<file path="config.mk">
export PLATFORM = sky130hd
export DESIGN_NAME = stashScanTop
export DESIGN_NICKNAME = d
export VERILOG_FILES = /design/src/hdl/stashScanPkg.sv /design/src/hdl/fourPhaseReceiver.sv /design/src/hdl/stashTagStore.sv /design/src/hdl/scanCounter.sv /design/src/hdl/stashScanFsm.sv /design/src/hdl/stashScanTable.sv /design/src/hdl/evictionSender.sv /design/src/hdl/stashScanTop.sv
export VERILOG_INCLUDE_DIRS = /design/src /design/src/hdl
export SDC_FILE = /design/constraint.sdc
export NUM_CORES = 1
export LEC_CHECK = 0
export BUFFER_PORTS_ARGS = -buffer_cell sky130_fd_sc_hd__clkbuf_2
export CORE_UTILIZATION = 45
export DETAILED_ROUTE_END_ITERATION = 6
export SETUP_SLACK_MARGIN = 0.5
export SYNTH_ARGS = -nofsm -noshare
export SYNTH_HDL_FRONTEND = slang
export SYNTH_HIERARCHICAL = 1
export SYNTH_SLANG_ARGS = --single-unit
</file>
<file path="constraint.sdc">
create_clock -name Clock -period 7.5 [get_ports Clock]
set_input_delay 0.375 -clock Clock [delete_from_list [all_inputs] [get_ports Clock]]
set_output_delay 0.375 -clock Clock [all_outputs]
set_load 0.02 [all_outputs]
</file>
<file path="src/hdl/stashScan_consts.svh">
/* Tree, bucket and stash dimensions
   and the address widths derived from them */
`ifndef STASHSCAN_CONSTS_SVH
`define STASHSCAN_CONSTS_SVH

// Leaf label width, a path holds L+1 buckets
`define ORAM_L 4
// Blocks per bucket
`define ORAM_Z 4
// Stash depth in blocks
`define STASH_ENTRIES 16

// --------------------------------------------------
// Derived sizes
// --------------------------------------------------
`define ORAM_LEVELS (`ORAM_L + 1)
`define STASH_AWIDTH 4
// One table slot per block position on the path
`define SLOT_COUNT 20
`define TABLE_AWIDTH 5
`define LEVEL_WIDTH 3
// Must reach Z itself, not only Z-1
`define COUNT_WIDTH 3

`endif

</file>
<file path="src/hdl/stashScanPkg.sv">
/* Types shared by the stash scan datapath:
   tags, scan command, output slot and table placement */
`default_nettype none
`include "stashScan_consts.svh"

package stashScanPkg;

	// Bit i is the branch taken below level i
	typedef logic [`ORAM_L-1:0] leafT;
	typedef logic [`STASH_AWIDTH-1:0] stashAddrT;
	// Level 0 is the root bucket
	typedef logic [`LEVEL_WIDTH-1:0] levelT;
	typedef logic [$clog2(`ORAM_Z)-1:0] slotIdxT;
	typedef logic [`TABLE_AWIDTH-1:0] tableAddrT;
	// Bucket occupancy, 0 through Z
	typedef logic [`COUNT_WIDTH-1:0] countT;

	// Host tag write
	typedef struct packed {
		stashAddrT stashAddr;
		leafT leaf;
		logic valid;
	} entryWriteT;

	// Path being written back
	typedef struct packed {
		leafT leaf;
	} scanCmdT;

	// One bucket slot toward the host
	typedef struct packed {
		levelT level;
		slotIdxT slotIndex;
		stashAddrT sAddr;
		logic dummy;
	} slotT;

	// Table RAM write
	typedef struct packed {
		tableAddrT tableAddr;
		stashAddrT sAddr;
	} placementT;

endpackage

`default_nettype wire

</file>
<file path="src/hdl/fourPhaseReceiver.sv">
/* Four-phase req/ack receiver for any payload type */
`default_nettype none

module fourPhaseReceiver #(
	parameter type payloadT = logic
) (
	input wire logic Clock,
	input wire logic rst,
	input wire logic req,
	input wire payloadT payload,
	output logic ack,
	output payloadT captured,
	output logic strobe,
	input wire logic done
);

	logic reqQ;
	// Strobe issued, core not finished yet
	logic busy;
	logic reqRise;

	assign reqRise = req & ~reqQ;

	always_ff @(posedge Clock) begin
		if (rst) begin
			reqQ <= 1'b0;
			strobe <= 1'b0;
			busy <= 1'b0;
			ack <= 1'b0;
		end else begin
			reqQ <= req;
			strobe <= reqRise;
			if (reqRise)
				busy <= 1'b1;
			else if (done)
				busy <= 1'b0;
			// Ack rises on done, falls once req is seen low
			if (busy && done)
				ack <= 1'b1;
			else if (!req)
				ack <= 1'b0;
		end
	end

	// Payload held until the next request
	always_ff @(posedge Clock) begin
		if (reqRise)
			captured <= payload;
	end

	// Sender keeps req up until the core has answered
	assert property (@(posedge Clock) disable iff (rst) busy |-> req);

endmodule

`default_nettype wire

</file>
<file path="src/hdl/stashTagStore.sv">
/* Leaf and valid tags of the stash, indexed by stash address */
`default_nettype none
`include "stashScan_consts.svh"

module stashTagStore (
	input wire logic Clock,
	input wire logic rst,
	input wire stashScanPkg::entryWriteT write,
	input wire logic writeEn,
	input wire stashScanPkg::stashAddrT readAddr,
	output stashScanPkg::leafT readLeaf,
	output logic readValid
);

	stashScanPkg::leafT leafMem [`STASH_ENTRIES];
	logic [`STASH_ENTRIES-1:0] validBits;

	// Valid bits, all cleared by reset
	always_ff @(posedge Clock) begin
		if (rst)
			validBits <= '0;
		else if (writeEn)
			validBits[write.stashAddr] <= write.valid;
	end

	// Leaf labels
	always_ff @(posedge Clock) begin
		if (writeEn)
			leafMem[write.stashAddr] <= write.leaf;
	end

	// Combinational read for the scan walk
	assign readLeaf = leafMem[readAddr];
	assign readValid = validBits[readAddr];

endmodule

`default_nettype wire

</file>
<file path="src/hdl/scanCounter.sv">
/* Shared walk counter with run-time limit */
`default_nettype none

module scanCounter (
	input wire logic Clock,
	input wire logic rst,
	input wire logic clear,
	input wire logic step,
	input wire stashScanPkg::tableAddrT limit,
	output stashScanPkg::tableAddrT count,
	output logic last
);

	always_ff @(posedge Clock) begin
		if (rst || clear)
			count <= '0;
		else if (step)
			count <= count + 1'b1;
	end

	// Final position of the current walk
	assign last = (count == limit - 1'b1);

	// Walks never run past their limit
	assert property (@(posedge Clock) disable iff (rst) !(step && last && !clear));

endmodule

`default_nettype wire

</file>
<file path="src/hdl/stashScanFsm.sv">
/* Sequencer for tag loads, the entry walk and the slot readout */
`default_nettype none
`include "stashScan_consts.svh"

module stashScanFsm (
	input wire logic Clock,
	input wire logic rst,
	input wire logic entryStrobe,
	input wire logic scanStrobe,
	output logic entryDone,
	output logic scanDone,
	output logic cntClear,
	output logic cntStep,
	output stashScanPkg::tableAddrT cntLimit,
	input wire logic cntLast,
	output logic tableClear,
	output logic scanValid,
	output logic readEn,
	input wire logic slotBusy
);

	typedef enum logic [2:0] {
		sIdle, sEntryWrite, sClear, sScan, sReadWait, sReadout, sFinish
	} stateT;

	stateT state, nextState;
	// Scan strobe that landed during a tag write
	logic scanPend;

	always_ff @(posedge Clock) begin
		if (rst) begin
			state <= sIdle;
			scanPend <= 1'b0;
		end else begin
			state <= nextState;
			if (scanStrobe && state != sIdle)
				scanPend <= 1'b1;
			else if (state == sClear)
				scanPend <= 1'b0;
		end
	end

	always_comb begin
		nextState = state;
		case (state)
			// Scan wins over a waiting tag write
			sIdle:
				if (scanStrobe || scanPend)
					nextState = sClear;
				else if (entryStrobe)
					nextState = sEntryWrite;
			sEntryWrite: nextState = sIdle;
			sClear: nextState = sScan;
			sScan:
				if (cntLast)
					nextState = sReadWait;
			// RAM read in flight
			sReadWait: nextState = sReadout;
			// Hold the slot until the host has taken it
			sReadout:
				if (!slotBusy)
					nextState = cntLast ? sFinish : sReadWait;
			sFinish: nextState = sIdle;
			default: nextState = sIdle;
		endcase
	end

	assign entryDone = (state == sEntryWrite);
	assign scanDone = (state == sFinish);
	assign tableClear = (state == sClear);
	assign scanValid = (state == sScan);
	assign readEn = (state == sReadWait);

	// Counter restarts for the slot walk on the last entry
	assign cntClear = (state == sClear) || (state == sScan && cntLast);
	assign cntStep = (state == sScan && !cntLast) ||
		(state == sReadout && !slotBusy && !cntLast);
	assign cntLimit = (state == sClear || state == sScan) ?
		stashScanPkg::tableAddrT'(`STASH_ENTRIES) : stashScanPkg::tableAddrT'(`SLOT_COUNT);

endmodule

`default_nettype wire

</file>
<file path="src/hdl/stashScanTable.sv">
/* Deepest-fit placement on the current path, bucket occupancy
   counters and the placement table RAM */
`default_nettype none
`include "stashScan_consts.svh"

module stashScanTable (
	input wire logic Clock,
	input wire logic rst,
	input wire logic clear,
	input wire stashScanPkg::leafT currentLeaf,
	input wire stashScanPkg::leafT inLeaf,
	input wire stashScanPkg::stashAddrT inSAddr,
	input wire logic inValid,
	input wire logic readEn,
	input wire stashScanPkg::tableAddrT readAddr,
	output logic accepted,
	output stashScanPkg::stashAddrT readSAddr,
	output logic readFilled
);

	logic [`ORAM_LEVELS-1:0] diffBits;
	logic [`ORAM_LEVELS-1:0] commonPath;
	logic [`ORAM_LEVELS-1:0] fullMask;
	logic [`ORAM_LEVELS-1:0] spaceMask;
	stashScanPkg::countT occupancy [`ORAM_LEVELS];
	stashScanPkg::levelT deepest;
	stashScanPkg::placementT place;
	stashScanPkg::stashAddrT tableRam [`SLOT_COUNT];
	stashScanPkg::levelT rdLevel;
	stashScanPkg::slotIdxT rdSlot;

	// --------------------------------------------------
	// Path intersection
	// --------------------------------------------------
	// Appended root bit never differs
	assign diffBits = {inLeaf, 1'b0} ^ {currentLeaf, 1'b0};
	// Ones below the lowest differing bit, all ones on a full match
	assign commonPath = ~(diffBits | -diffBits);

	always_comb begin
		for (int lvl = 0; lvl < `ORAM_LEVELS; lvl++)
			fullMask[lvl] = (occupancy[lvl] == `ORAM_Z);
	end

	assign spaceMask = commonPath & ~fullMask;

	// Deepest common level with room
	always_comb begin
		deepest = '0;
		for (int lvl = 0; lvl < `ORAM_LEVELS; lvl++)
			if (spaceMask[lvl])
				deepest = stashScanPkg::levelT'(lvl);
	end

	assign accepted = inValid & |spaceMask;
	// Level base plus slots already used there
	assign place.tableAddr = stashScanPkg::tableAddrT'(deepest * `ORAM_Z + occupancy[deepest]);
	assign place.sAddr = inSAddr;

	// --------------------------------------------------
	// Occupancy and table RAM
	// --------------------------------------------------
	always_ff @(posedge Clock) begin
		if (rst || clear) begin
			for (int lvl = 0; lvl < `ORAM_LEVELS; lvl++)
				occupancy[lvl] <= '0;
		end else if (accepted) begin
			occupancy[deepest] <= occupancy[deepest] + 1'b1;
		end
	end

	// Readout address split into level and slot
	assign rdLevel = stashScanPkg::levelT'(readAddr / `ORAM_Z);
	assign rdSlot = stashScanPkg::slotIdxT'(readAddr % `ORAM_Z);

	always_ff @(posedge Clock) begin
		if (accepted)
			tableRam[place.tableAddr] <= place.sAddr;
		// Slots past the level count hold stale data
		if (readEn) begin
			readSAddr <= tableRam[readAddr];
			readFilled <= (rdSlot < occupancy[rdLevel]);
		end
	end

	// Full buckets are masked before each increment
	for (genvar lvl = 0; lvl < `ORAM_LEVELS; lvl++) begin : gOccCheck
		assert property (@(posedge Clock) disable iff (rst) occupancy[lvl] <= `ORAM_Z);
	end

endmodule

`default_nettype wire

</file>
<file path="src/hdl/evictionSender.sv">
/* Builds slot records from table read data and sends them
   over a four-phase req/ack port */
`default_nettype none
`include "stashScan_consts.svh"

module evictionSender (
	input wire logic Clock,
	input wire logic rst,
	input wire stashScanPkg::stashAddrT readSAddr,
	input wire logic readFilled,
	input wire stashScanPkg::tableAddrT slotAddr,
	input wire logic dataValid,
	output logic slotReq,
	input wire logic slotAck,
	output stashScanPkg::slotT slot,
	output logic busy
);

	typedef enum logic [1:0] {pIdle, pRequest, pRelease} phaseT;

	phaseT phase;

	// Handshake sequencing
	always_ff @(posedge Clock) begin
		if (rst) begin
			phase <= pIdle;
			slotReq <= 1'b0;
		end else begin
			case (phase)
				pIdle:
					if (dataValid) begin
						phase <= pRequest;
						slotReq <= 1'b1;
					end
				pRequest:
					if (slotAck) begin
						phase <= pRelease;
						slotReq <= 1'b0;
					end
				// Wait for the host to drop ack
				pRelease:
					if (!slotAck)
						phase <= pIdle;
				default: phase <= pIdle;
			endcase
		end
	end

	// Slot record, latched with the read data
	always_ff @(posedge Clock) begin
		if (dataValid) begin
			slot.level <= stashScanPkg::levelT'(slotAddr / `ORAM_Z);
			slot.slotIndex <= stashScanPkg::slotIdxT'(slotAddr % `ORAM_Z);
			slot.sAddr <= readSAddr;
			slot.dummy <= ~readFilled;
		end
	end

	assign busy = dataValid | (phase != pIdle);

	// Record stays put while the host has not answered
	assert property (@(posedge Clock) disable iff (rst) slotReq && !slotAck |=> $stable(slot));

endmodule

`default_nettype wire

</file>
<file path="src/hdl/stashScanTop.sv">
/* Stash scan controller top: host ports, tag store,
   sequencer, placement table and slot sender */
`default_nettype none

module stashScanTop (
	input wire logic Clock,
	input wire logic rst,
	input wire logic entryReq,
	input wire stashScanPkg::entryWriteT entry,
	output logic entryAck,
	input wire logic scanReq,
	input wire stashScanPkg::scanCmdT scanCmd,
	output logic scanAck,
	output logic slotReq,
	input wire logic slotAck,
	output stashScanPkg::slotT slot
);

	stashScanPkg::entryWriteT entryCaptured;
	stashScanPkg::scanCmdT scanCaptured;
	stashScanPkg::tableAddrT cntLimit;
	stashScanPkg::tableAddrT count;
	stashScanPkg::leafT tagLeaf;
	stashScanPkg::stashAddrT readSAddr;
	logic entryRxStrobe, entryStrobe, scanStrobe;
	logic entryDone, scanDone;
	logic entryWait, scanOpen;
	logic cntClear, cntStep, cntLast;
	logic tableClear, scanValid, readEn, dataValid;
	logic tagValid, readFilled, slotBusy;

	// --------------------------------------------------
	// Host request ports
	// --------------------------------------------------
	fourPhaseReceiver #(.payloadT(stashScanPkg::entryWriteT)) entryRx (
		.Clock(Clock), .rst(rst), .req(entryReq), .payload(entry), .ack(entryAck),
		.captured(entryCaptured), .strobe(entryRxStrobe), .done(entryDone)
	);

	fourPhaseReceiver #(.payloadT(stashScanPkg::scanCmdT)) scanRx (
		.Clock(Clock), .rst(rst), .req(scanReq), .payload(scanCmd), .ack(scanAck),
		.captured(scanCaptured), .strobe(scanStrobe), .done(scanDone)
	);

	// Tag writes wait while a scan handshake is open
	always_ff @(posedge Clock) begin
		if (rst) begin
			scanOpen <= 1'b0;
			entryWait <= 1'b0;
			dataValid <= 1'b0;
		end else begin
			if (scanStrobe)
				scanOpen <= 1'b1;
			else if (scanAck && !scanReq)
				scanOpen <= 1'b0;
			if (entryDone)
				entryWait <= 1'b0;
			else if (entryRxStrobe)
				entryWait <= 1'b1;
			// Table read data valid one cycle after readEn
			dataValid <= readEn;
		end
	end

	assign entryStrobe = (entryRxStrobe | entryWait) & ~scanOpen;

	// --------------------------------------------------
	// Core blocks
	// --------------------------------------------------
	stashTagStore tags (
		.Clock(Clock), .rst(rst), .write(entryCaptured), .writeEn(entryDone),
		.readAddr(stashScanPkg::stashAddrT'(count)), .readLeaf(tagLeaf), .readValid(tagValid)
	);

	scanCounter walk (
		.Clock(Clock), .rst(rst), .clear(cntClear), .step(cntStep),
		.limit(cntLimit), .count(count), .last(cntLast)
	);

	stashScanFsm fsm (
		.Clock(Clock), .rst(rst), .entryStrobe(entryStrobe), .scanStrobe(scanStrobe),
		.entryDone(entryDone), .scanDone(scanDone), .cntClear(cntClear), .cntStep(cntStep),
		.cntLimit(cntLimit), .cntLast(cntLast), .tableClear(tableClear),
		.scanValid(scanValid), .readEn(readEn), .slotBusy(slotBusy)
	);

	// Placement result stays inside the table
	stashScanTable scanTable (
		.Clock(Clock), .rst(rst), .clear(tableClear), .currentLeaf(scanCaptured.leaf),
		.inLeaf(tagLeaf), .inSAddr(stashScanPkg::stashAddrT'(count)),
		.inValid(scanValid & tagValid), .readEn(readEn), .readAddr(count),
		.accepted(), .readSAddr(readSAddr), .readFilled(readFilled)
	);

	evictionSender sender (
		.Clock(Clock), .rst(rst), .readSAddr(readSAddr), .readFilled(readFilled),
		.slotAddr(count), .dataValid(dataValid), .slotReq(slotReq), .slotAck(slotAck),
		.slot(slot), .busy(slotBusy)
	);

endmodule

`default_nettype wire

</file>
==> flow_metrics.tcl, run 1 <==
set metrics [dict create \
    worst-slew-pin-transition_ns 1.11 \
    ir_worst_vdd_mv 0.201 \
    dr.pass1.iters 5 \
    grt_max_degree 45 \
    clock_latency_ns 0.52 \
    routed_via_density 5.56 \
    slew_headroom_pct 25.5 \
    period_minus_slack_ns 5.10 \
    synthesis.area_um2 10100 \
    synth_cells 659 \
    grt_pass1_vias 5833 \
    startpoint_type "flip-flop" \
    setup_viol 0 \
    cp.required_ns 7.67 \
    holdPathStages 1 \
    timing.final.crit_share_pct 67.9 \
    end_kind "flip-flop" \
    syn_avg_cell_area_um2 15.3 \
    fillers 1863 \
    route.detailed.drc 0 \
    diodes 0 \
    port_buffers 30 \
    total_power_w 0.00285 \
    hold_slack_ns 0.0331 \
    nets 730 \
    hp-start "entry[0]" \
    tns_ns 0 \
    hpwlAfterDp_um 13600 \
    place_inst 955 \
    grt_pass1_wl_um 32400 \
    drtAntennaViolNets 0 \
    rsz0062_at_grt "no" \
    initial_core_util_pct 46.2 \
    synth_warnings 6 \
    wire_per_inst_um 19.9 \
    area_growth_pct 12.5 \
    grt_usage_pct 17.8 \
    worstRegToRegCells 13 \
    grt.overflow.total 0 \
    die_area_um2 23100 \
    root_buffer "clkbuf_16" \
    die_h_um 152 \
    critPathArrivalTime_ns 5.26 \
    reg2reg_to "scanTable/tableRam[12][1]" \
    cts_setup_buffers 0 \
    reg2reg_from "walk/count[0]" \
    fp.coreArea_um2 21900 \
    pin_count 31 \
    layout.cells.non_filler 1001 \
    cts_buffer_depth 3 \
    layout-drive-gt1-share_pct 21.5 \
    outcome "complete, no violations" \
    max_cap_viol_count 0 \
    finalHoldViolCount 0 \
    clkSlewWorstSetupHoldPaths_ns 0.06 \
    cts_tree "done" \
    vias 5566 \
    slew_viol_final 0 \
    numClockSinks 235 \
    numCtsBuffers 26 \
    antenna_found_initial 0 \
    htreeDepth 1 \
    routed_wirelength_um 19900 \
    crit_fanout 44 \
    rows 54 \
    power.density_nw_per_um2 250 \
    fmax_mhz 196 \
    p_leak_nw 3.64 \
    dieWidth_um 152 \
    worstSetupPathType "flip-flop to flip-flop" \
    ctsHoldBuffers 0 \
    ctsResizeCount 0 \
    finClkSkew_ns 0.0131 \
    min_path_type "input pin to flip-flop" \
    regToRegSetupSlack_ns 2.40 \
    drt_iter0_markers 368 \
    finish.utilization_pct 52.0 \
    place.gp.congestion 0.878 \
    hold_end "entryRx/captured[0]" \
]
==> stage by stage <==
stage | setup WS, ns | area, um^2
after floorplan | 2.96 | 10100
after global placement | 2.56 | 10500
after detailed placement | 2.45 | 10500
after CTS | 2.41 | 11400
after global routing | 2.08 | 11400
final | 2.40 | 11400
==> report_power, final <==
| group | switching, W | internal, W |
|---|---|---|
| sequential | 0.0000247 | 0.00144 |
| combinational | 0.0000935 | 0.0000515 |
| clock | 0.000484 | 0.000757 |
==> worst max-delay path: stages (launching register included) <==
cell and delay (ns):
dfxtp_4 0.62, buf_4 0.58, mux4_2 0.58, nand3_1 0.10, nand3_1 0.09, xor2_1 0.16, or2_1 0.32, nor3_1 0.52
nor2_1 0.15, ha_1 0.23, ha_1 0.35, inv_1 0.08, or4_1 0.59, nor2_1 0.37
==> layer usage <==
metal,vias up,GRT usage (%),routed length [um]
met5,-,0,0
met4,0,5.38,440
met3,30,3.05,727
met2,114,31.0,10400
met1,2802,22.9,8400
li1,2620,-,-
==> layout make-up <==
cell class	instances	area, um^2	share of cell area [%]
Timing Repair Buffer	35	188	1.65
Tap cell	280	350	3.08
Sequential cell	235	6670	58.7
Clock inverter	14	149	1.31
Inverter	19	71.3	0.627
Multi-Input combinational cell	386	3250	28.6
Clock buffer	32	694	6.10
==> flip-flops by register name (all words and copies together) (netlist names), 2 cells and up <==
| signal | cells |
|---|---|
| scanTable/tableRam | 80 |
| tags/leafMem | 64 |
| scanTable/occupancy | 24 |
| tags/validBits | 16 |
| sender/slot | 10 |
| entryRx/captured | 9 |
| walk/count | 5 |
| scanRx/captured | 4 |
| scanTable/readSAddr | 4 |
| fsm/state | 3 |
| sender/phase | 2 |
==> cells in the final DEF, fill, tap and decap left out, types with 3 or more instances in the layout <==
cell / count
edfxtp_1: 196
nor2_1: 60
mux4_2: 49
dfxtp_1: 36
clkbuf_2: 30
nand3_1: 29
clkbuf_16: 27
a21oi_1: 21
and2_1: 20
o21ai_0: 20
nand2_1: 19
inv_1: 17
conb_1: 13
nor3_1: 10
nor2b_1: 9
nand2b_1: 9
ha_1: 9
a22oi_1: 7
xnor2_1: 7
xor2_1: 7
mux2i_1: 6
nor3b_1: 6
nand4_1: 6
clkinv_1: 5
clkbuf_1: 5
buf_4: 5
clkinvlp_4: 4
o21ai_1: 4
and3_1: 4
a31oi_1: 4
mux2_2: 4
nor4_1: 4
and3b_1: 4
bufinv_16: 3
a21oi_2: 3
==> worst max-delay path by stage <==
stage / startpoint / endpoint / cells past startpoint / slack (ns)
final: walk/count[0] / scanTable/tableRam[12][1] / 13 / 2.40
after global routing: walk/count[0] / scanTable/tableRam[12][2] / 15 / 2.08
after CTS: walk/count[0] / scanTable/tableRam[12][0] / 13 / 2.41
after detailed placement: walk/count[0] / scanTable/tableRam[12][3] / 13 / 2.45
after global placement: walk/count[0] / scanTable/tableRam[3][3] / 14 / 2.56
after floorplan: walk/count[0] / scanTable/tableRam[15][0] / 15 / 2.96
No activity file was read; power rests on OpenSTA's default activity.
==> run 2, diff against run 1 <==
==> constraint.sdc (replaced) <==
create_clock -name Clock -period 4.65 [get_ports Clock]
set_input_delay 0.2325 -clock Clock [delete_from_list [all_inputs] [get_ports Clock]]
set_output_delay 0.2325 -clock Clock [all_outputs]
set_load 0.02 [all_outputs]
==> flow_metrics.tcl, run 2 (same netlist as run 1, synthesis figures left out) <==
set metrics [dict create \
    clkPwrFrac_pct 45.5 \
    largest_register_ffs 80 \
    layout-drive-gt1-share_pct 28.5 \
    numClockSinks 235 \
    fillers 1763 \
    largest-register "scanTable/tableRam" \
    finish.utilization_pct 55.3 \
    die_h_um 152 \
    grt_pass1_wl_um 32500 \
    drt_iter0_markers 378 \
    area_growth_pct 19.7 \
    root_buffer "clkbuf_16" \
    seq_power_share_pct 48.2 \
    slew_viol_final 0 \
    place.gp.congestion 0.873 \
    antenna_found_initial 0 \
    fp.coreArea_um2 21900 \
    period_minus_slack_ns 4.12 \
    die_area_um2 23100 \
    wire_per_inst_um 19.9 \
    finClkSkew_ns 0.00861 \
    rsz0062_at_grt "yes" \
    clkSlewWorstSetupHoldPaths_ns 0.06 \
    htreeDepth 1 \
    ir_worst_vdd_mv 0.362 \
    switching_share_pct 20.7 \
    grt_usage_pct 17.8 \
    critPathArrivalTime_ns 4.34 \
    routed_via_density 5.64 \
    drtAntennaViolNets 0 \
    worst-slew-pin-transition_ns 1.06 \
    tns_ns 0 \
    p_leak_nw 3.93 \
    hpwlAfterDp_um 13500 \
    startpoint_type "flip-flop" \
    port_buffers 30 \
    clock_latency_ns 0.52 \
    numCtsBuffers 26 \
    slew_headroom_pct 28.9 \
    cts_tree "done" \
    route.detailed.drc 0 \
    vias 5863 \
    grt_pass1_vias 5870 \
    initial_core_util_pct 46.2 \
    min_path_type "flip-flop to flip-flop" \
    layout_commonest_cell "edfxtp_1" \
    pin_count 31 \
    finalHoldViolCount 0 \
    place_inst 963 \
    dieWidth_um 152 \
    dr.pass1.iters 5 \
    grt.overflow.total 0 \
    crit_fanout 7 \
    max_cap_viol_count 0 \
    final_cell_mix "edfxtp_1 (196), nor2_1 (56), mux4_2 (49), dfxtp_1 (36), clkbuf_2 (30)" \
    worstSetupPathType "flip-flop to flip-flop" \
    cts_buffer_depth 3 \
    p_int_w 0.00388 \
    regToRegSetupSlack_ns 0.53 \
    power.density_nw_per_um2 405 \
    fmax_mhz 243 \
    netSwitchingPower_w 0.00101 \
    diodes 0 \
    layout.cells.non_filler 1039 \
    pwr-share-comb_pct 6.3 \
    setup_viol 0 \
    cp.required_ns 4.87 \
    rows 54 \
    timing.final.crit_share_pct 88.7 \
    grt_max_degree 49 \
    outcome "complete, no violations" \
    end_kind "flip-flop" \
    routed_wirelength_um 20700 \
    nets 766 \
    hold_slack_ns 0.427 \
    top_regs "scanTable/tableRam x80, tags/leafMem x64, scanTable/occupancy x24" \
]
==> run 2: critical path: stages, from the launching register on <==
cell and delay, ns:
dfxtp_4 0.42, buf_4 0.14, mux4_2 0.49, a22oi_2 0.19, nand3_4 0.13, xnor2_4 0.20, and4b_2 0.28, or3b_4 0.41
a21oi_2 0.18, nor2_1 0.05, nor2_1 0.11, ha_2 0.21, ha_4 0.15, inv_1 0.05, or4_4 0.61, nor2_4 0.19
==> run 2: final timing paths <==
path | from | to | depth (start not counted)
worst max-delay path | walk/count[0] | scanTable/tableRam[12][3] | 15
worst max register to register | walk/count[0] | scanTable/tableRam[12][3] | 15
worst min register to register | scanTable/readSAddr[2] | sender/slot[3] | 0
worst min-delay path | scanTable/readSAddr[2] | sender/slot[3] | 0
==> run 2: final cells by class <==
type                    instances  area [um^2]  share of cell area, %
flip-flops and latches        235         6680                   55.2
inverters                      19         73.8                  0.610
clock buffers                  36          739                   6.11
multi-input cells             386         3510                   29.1
clock inverters                12          211                   1.75
repair buffers                 71          531                   4.39
well taps                     280          350                   2.90
==> run 2: routing by layer <==
metal / vias to the layer above / share of wire (%) / GRT usage, % / wire length [um]
li1: 2688 / - / - / -
met1: 3000 / 43 / 23.9 / 8900
met2: 134 / 51 / 30.6 / 10500
met3: 41 / 4.1 / 2.71 / 855
met4: 0 / 2.1 / 4.24 / 429
met5: - / 0 / 0 / 0
==> run 2: what timing repair did <==
action                                  4_1_cts  5_1_grt
gates resized for setup                      17       40
setup buffers                                 5        7
pin swaps                                     1       13
hold buffers                                 16        0
endpoints found under the setup margin       87       88
endpoints found under the hold margin        16        0
==> run 2: through the flow <==
stage	instance area, um^2	worst slack, ns	total power, W
2_1_floorplan	10200	0.475	0.00256
3_3_place_gp	10600	0.193	0.00264
3_5_place_dp	10600	0.0754	0.00265
4_1_cts	11800	0.506	0.00490
5_1_grt	12100	0.394	0.00506
6_report	12100	0.527	0.00489
==> run 2: power groups by stage <==
stage	clock network (W)	registers, W	logic [W]
4_1_cts	0.00227	0.00236	0.000270
6_report	0.00223	0.00236	0.000309
2_1_floorplan	0	0.00238	0.000184
3_3_place_gp	0	0.00240	0.000237
5_1_grt	0.00236	0.00236	0.000335
3_5_place_dp	0	0.00240	0.000243
==> run 3, diff against run 2 <==
--- a/config.mk
+++ b/config.mk
@@ -12,5 +12,4 @@
 export SETUP_SLACK_MARGIN = 0.5
 export SYNTH_ARGS = -nofsm -noshare
 export SYNTH_HDL_FRONTEND = slang
-export SYNTH_HIERARCHICAL = 1
 export SYNTH_SLANG_ARGS = --single-unit
==> flow_metrics.tcl, run 3 <==
set metrics [dict create \
    timing.final.crit_share_pct 87.2 \
    clock_latency_ns 0.52 \
    port_buffers 30 \
    synth_edf_count 196 \
    routed_via_density 5.67 \
    seq_area_um2 6770 \
    dieWidth_um 151 \
    period_minus_slack_ns 4.05 \
    max_cap_viol_count 0 \
    die_h_um 151 \
    regToRegSetupSlack_ns 0.60 \
    synth_cells 645 \
    die_area_um2 22700 \
    tns_ns 0 \
    top_regs "scanTable.tableRam x80, tags.leafMem x64, scanTable.occupancy x24" \
    rsz0062_at_grt "yes" \
    worstSetupPathType "flip-flop to flip-flop" \
    yosysTopAreaCellShare_pct 59.1 \
    layout_commonest_cell "edfxtp_1" \
    grt.overflow.total 0 \
    synthArstFlopShare_pct 0 \
    root_buffer "clkbuf_16" \
    place.gp.congestion 0.905 \
    layout-drive-gt1-share_pct 25.8 \
    fp.coreArea_um2 21800 \
    syn_avg_cell_area_um2 15.4 \
    dr.pass1.iters 5 \
    synth_warnings 0 \
    grt_pass1_wl_um 33200 \
    multi_input_area_um2 3210 \
    nets 757 \
    clkSlewWorstSetupHoldPaths_ns 0.06 \
    yosys-top-cells-area "edfxtp_1 (59%), mux4_2 (11%), dfxtp_1 (8.8%)" \
    antenna_found_initial 0 \
    ir_worst_vdd_mv 0.229 \
    drtAntennaViolNets 0 \
    dpl-instance-area_um2 10600 \
    startpoint_type "flip-flop" \
    numClockSinks 240 \
    setup_viol 0 \
    holdPathStages 2 \
    synthTopCellsByCount "edfxtp_1 (196), nor2_1 (79), mux4_2 (49), dfxtp_1 (44), nand2_1 (39)" \
    fillers 1770 \
    slew_viol_final 0 \
    hp-start "rst" \
    yosysTopAreaCell "edfxtp_1" \
    min_path_type "input pin to flip-flop" \
    hpwlAfterDp_um 14700 \
    numCtsBuffers 26 \
    initial_core_util_pct 45.8 \
    power.density_nw_per_um2 399 \
    diodes 0 \
    fin_area_um2 11700 \
    largest-register "scanTable.tableRam" \
    cts_tree "done" \
    fmax_mhz 247 \
    synth_cell_types 61 \
    vias 5832 \
    area_growth_pct 17.9 \
    worstRegToRegCells 13 \
    ys_ff_latch 240 \
    largest_register_ffs 80 \
    p_leak_nw 3.87 \
    grt_pass1_vias 5881 \
    drt_iter0_markers 597 \
    finalHoldViolCount 0 \
    cp.required_ns 4.87 \
    grt_usage_pct 19.5 \
    cts_buffer_depth 3 \
    htreeDepth 1 \
    pin_count 31 \
    synthesis.area_um2 9960 \
    critPathArrivalTime_ns 4.27 \
    ys_seq_area_share_pct 67.9 \
    synth_most_common_cell "edfxtp_1" \
    hold_end "sender.slotReq" \
    grt_max_degree 46 \
    crit_fanout 8 \
    wire_per_inst_um 20.6 \
    routed_wirelength_um 21200 \
    rows 54 \
    worst-slew-pin-transition_ns 1.25 \
    route.detailed.drc 0 \
    final_cell_mix "edfxtp_1 (196), nor2_1 (63), mux4_2 (49), dfxtp_1 (40), nand2_1 (36)" \
    end_kind "flip-flop" \
    synth_flop_cell "edfxtp_1" \
    slew_headroom_pct 16.2 \
    finClkSkew_ns 0.00503 \
    outcome "complete, no violations" \
    reg2reg_to "scanTable.tableRam[4][2]" \
]
==> run 3: worst max-delay path by stage <==
stage | startpoint | to | slack, ns | cells after the start
final | flip-flop | scanTable.tableRam[4][2] | 0.60 | 13
after floorplan | flip-flop | scanTable.occupancy[3][2] | 0.61 | 14
after global routing | flip-flop | scanTable.tableRam[4][3] | 0.44 | 15
after CTS | flip-flop | scanTable.tableRam[17][2] | 0.52 | 14
after detailed placement | flip-flop | scanTable.tableRam[4][3] | 0.14 | 14
after global placement | flip-flop | scanTable.tableRam[4][3] | 0.24 | 12
==> run 3: cell type report <==
type,count,area share [%]
Inverter,10,0.320
Sequential cell,240,57.7
Tap cell,280,2.98
Multi-Input combinational cell,376,27.3
Clock buffer,29,5.82
Clock inverter,19,1.32
Timing Repair Buffer,75,4.56
==> run 3: worst max-delay path, stage by stage, from the launching register on <==
cell and delay, ns:
dfxtp_4 0.41, mux4_2 0.50, mux4_2 0.50, xor2_1 0.17
or3_4 0.38, a211o_4 0.34, nor2_2 0.15, nor2_1 0.08
ha_1 0.18, ha_1 0.24, xnor2_4 0.27, nand3b_1 0.20
buf_4 0.19, nor2_4 0.14
==> run 3: routing by layer <==
layer	track usage [%]	routed length, um
met3	2.71	1210
met1	28.7	9670
met5	0	0
met2	30.7	9890
met4	5.15	434
==> run 3: kinds of logic (layout without fill, tap and decap cells) <==
group           count (synthesis)  count (layout)  synth area share (%)
flops                         240             240                  67.9
simple gates                  183             183                  8.60
compound gates                 87              87                  5.82
mux                            77              77                  14.0
buf+inv                        37             133                  1.52
fa+ha+maj                      10              10                  1.26
xor+xnor                       10              10                 0.879
other cells                     1               9                0.0376
==> run 3: metrics by stage <==
step                      hold WS [ns]  total power (W)  setup WS [ns]  instances  util [%]
after global placement           0.409          0.00269          0.238        961      48.6
after CTS                        0.365          0.00470          0.521       1026      53.6
final                            0.371          0.00468          0.597       1029      54.0
after global routing             0.398          0.00484          0.442       1029      54.0
after detailed placement         0.405          0.00270          0.140        961      48.6
after floorplan                  0.331          0.00261          0.608        653         -
==> run 3: timing repair <==
item | 4_1_cts | 5_1_grt
pin swaps | 2 | 5
endpoints found under the setup margin | 92 | 92
buffers inserted | 1 | 3
endpoints found under the hold margin | 18 | 0
gates resized for setup | 25 | 17
hold buffers | 16 | 0
==> run 3: power by group <==
part / internal, W / leakage (nW) / switching, W
logic: 0.000112 / 1.28 / 0.000170
registers: 0.00236 / 2.18 / 0.0000463
clock network: 0.00117 / 0.412 / 0.000817
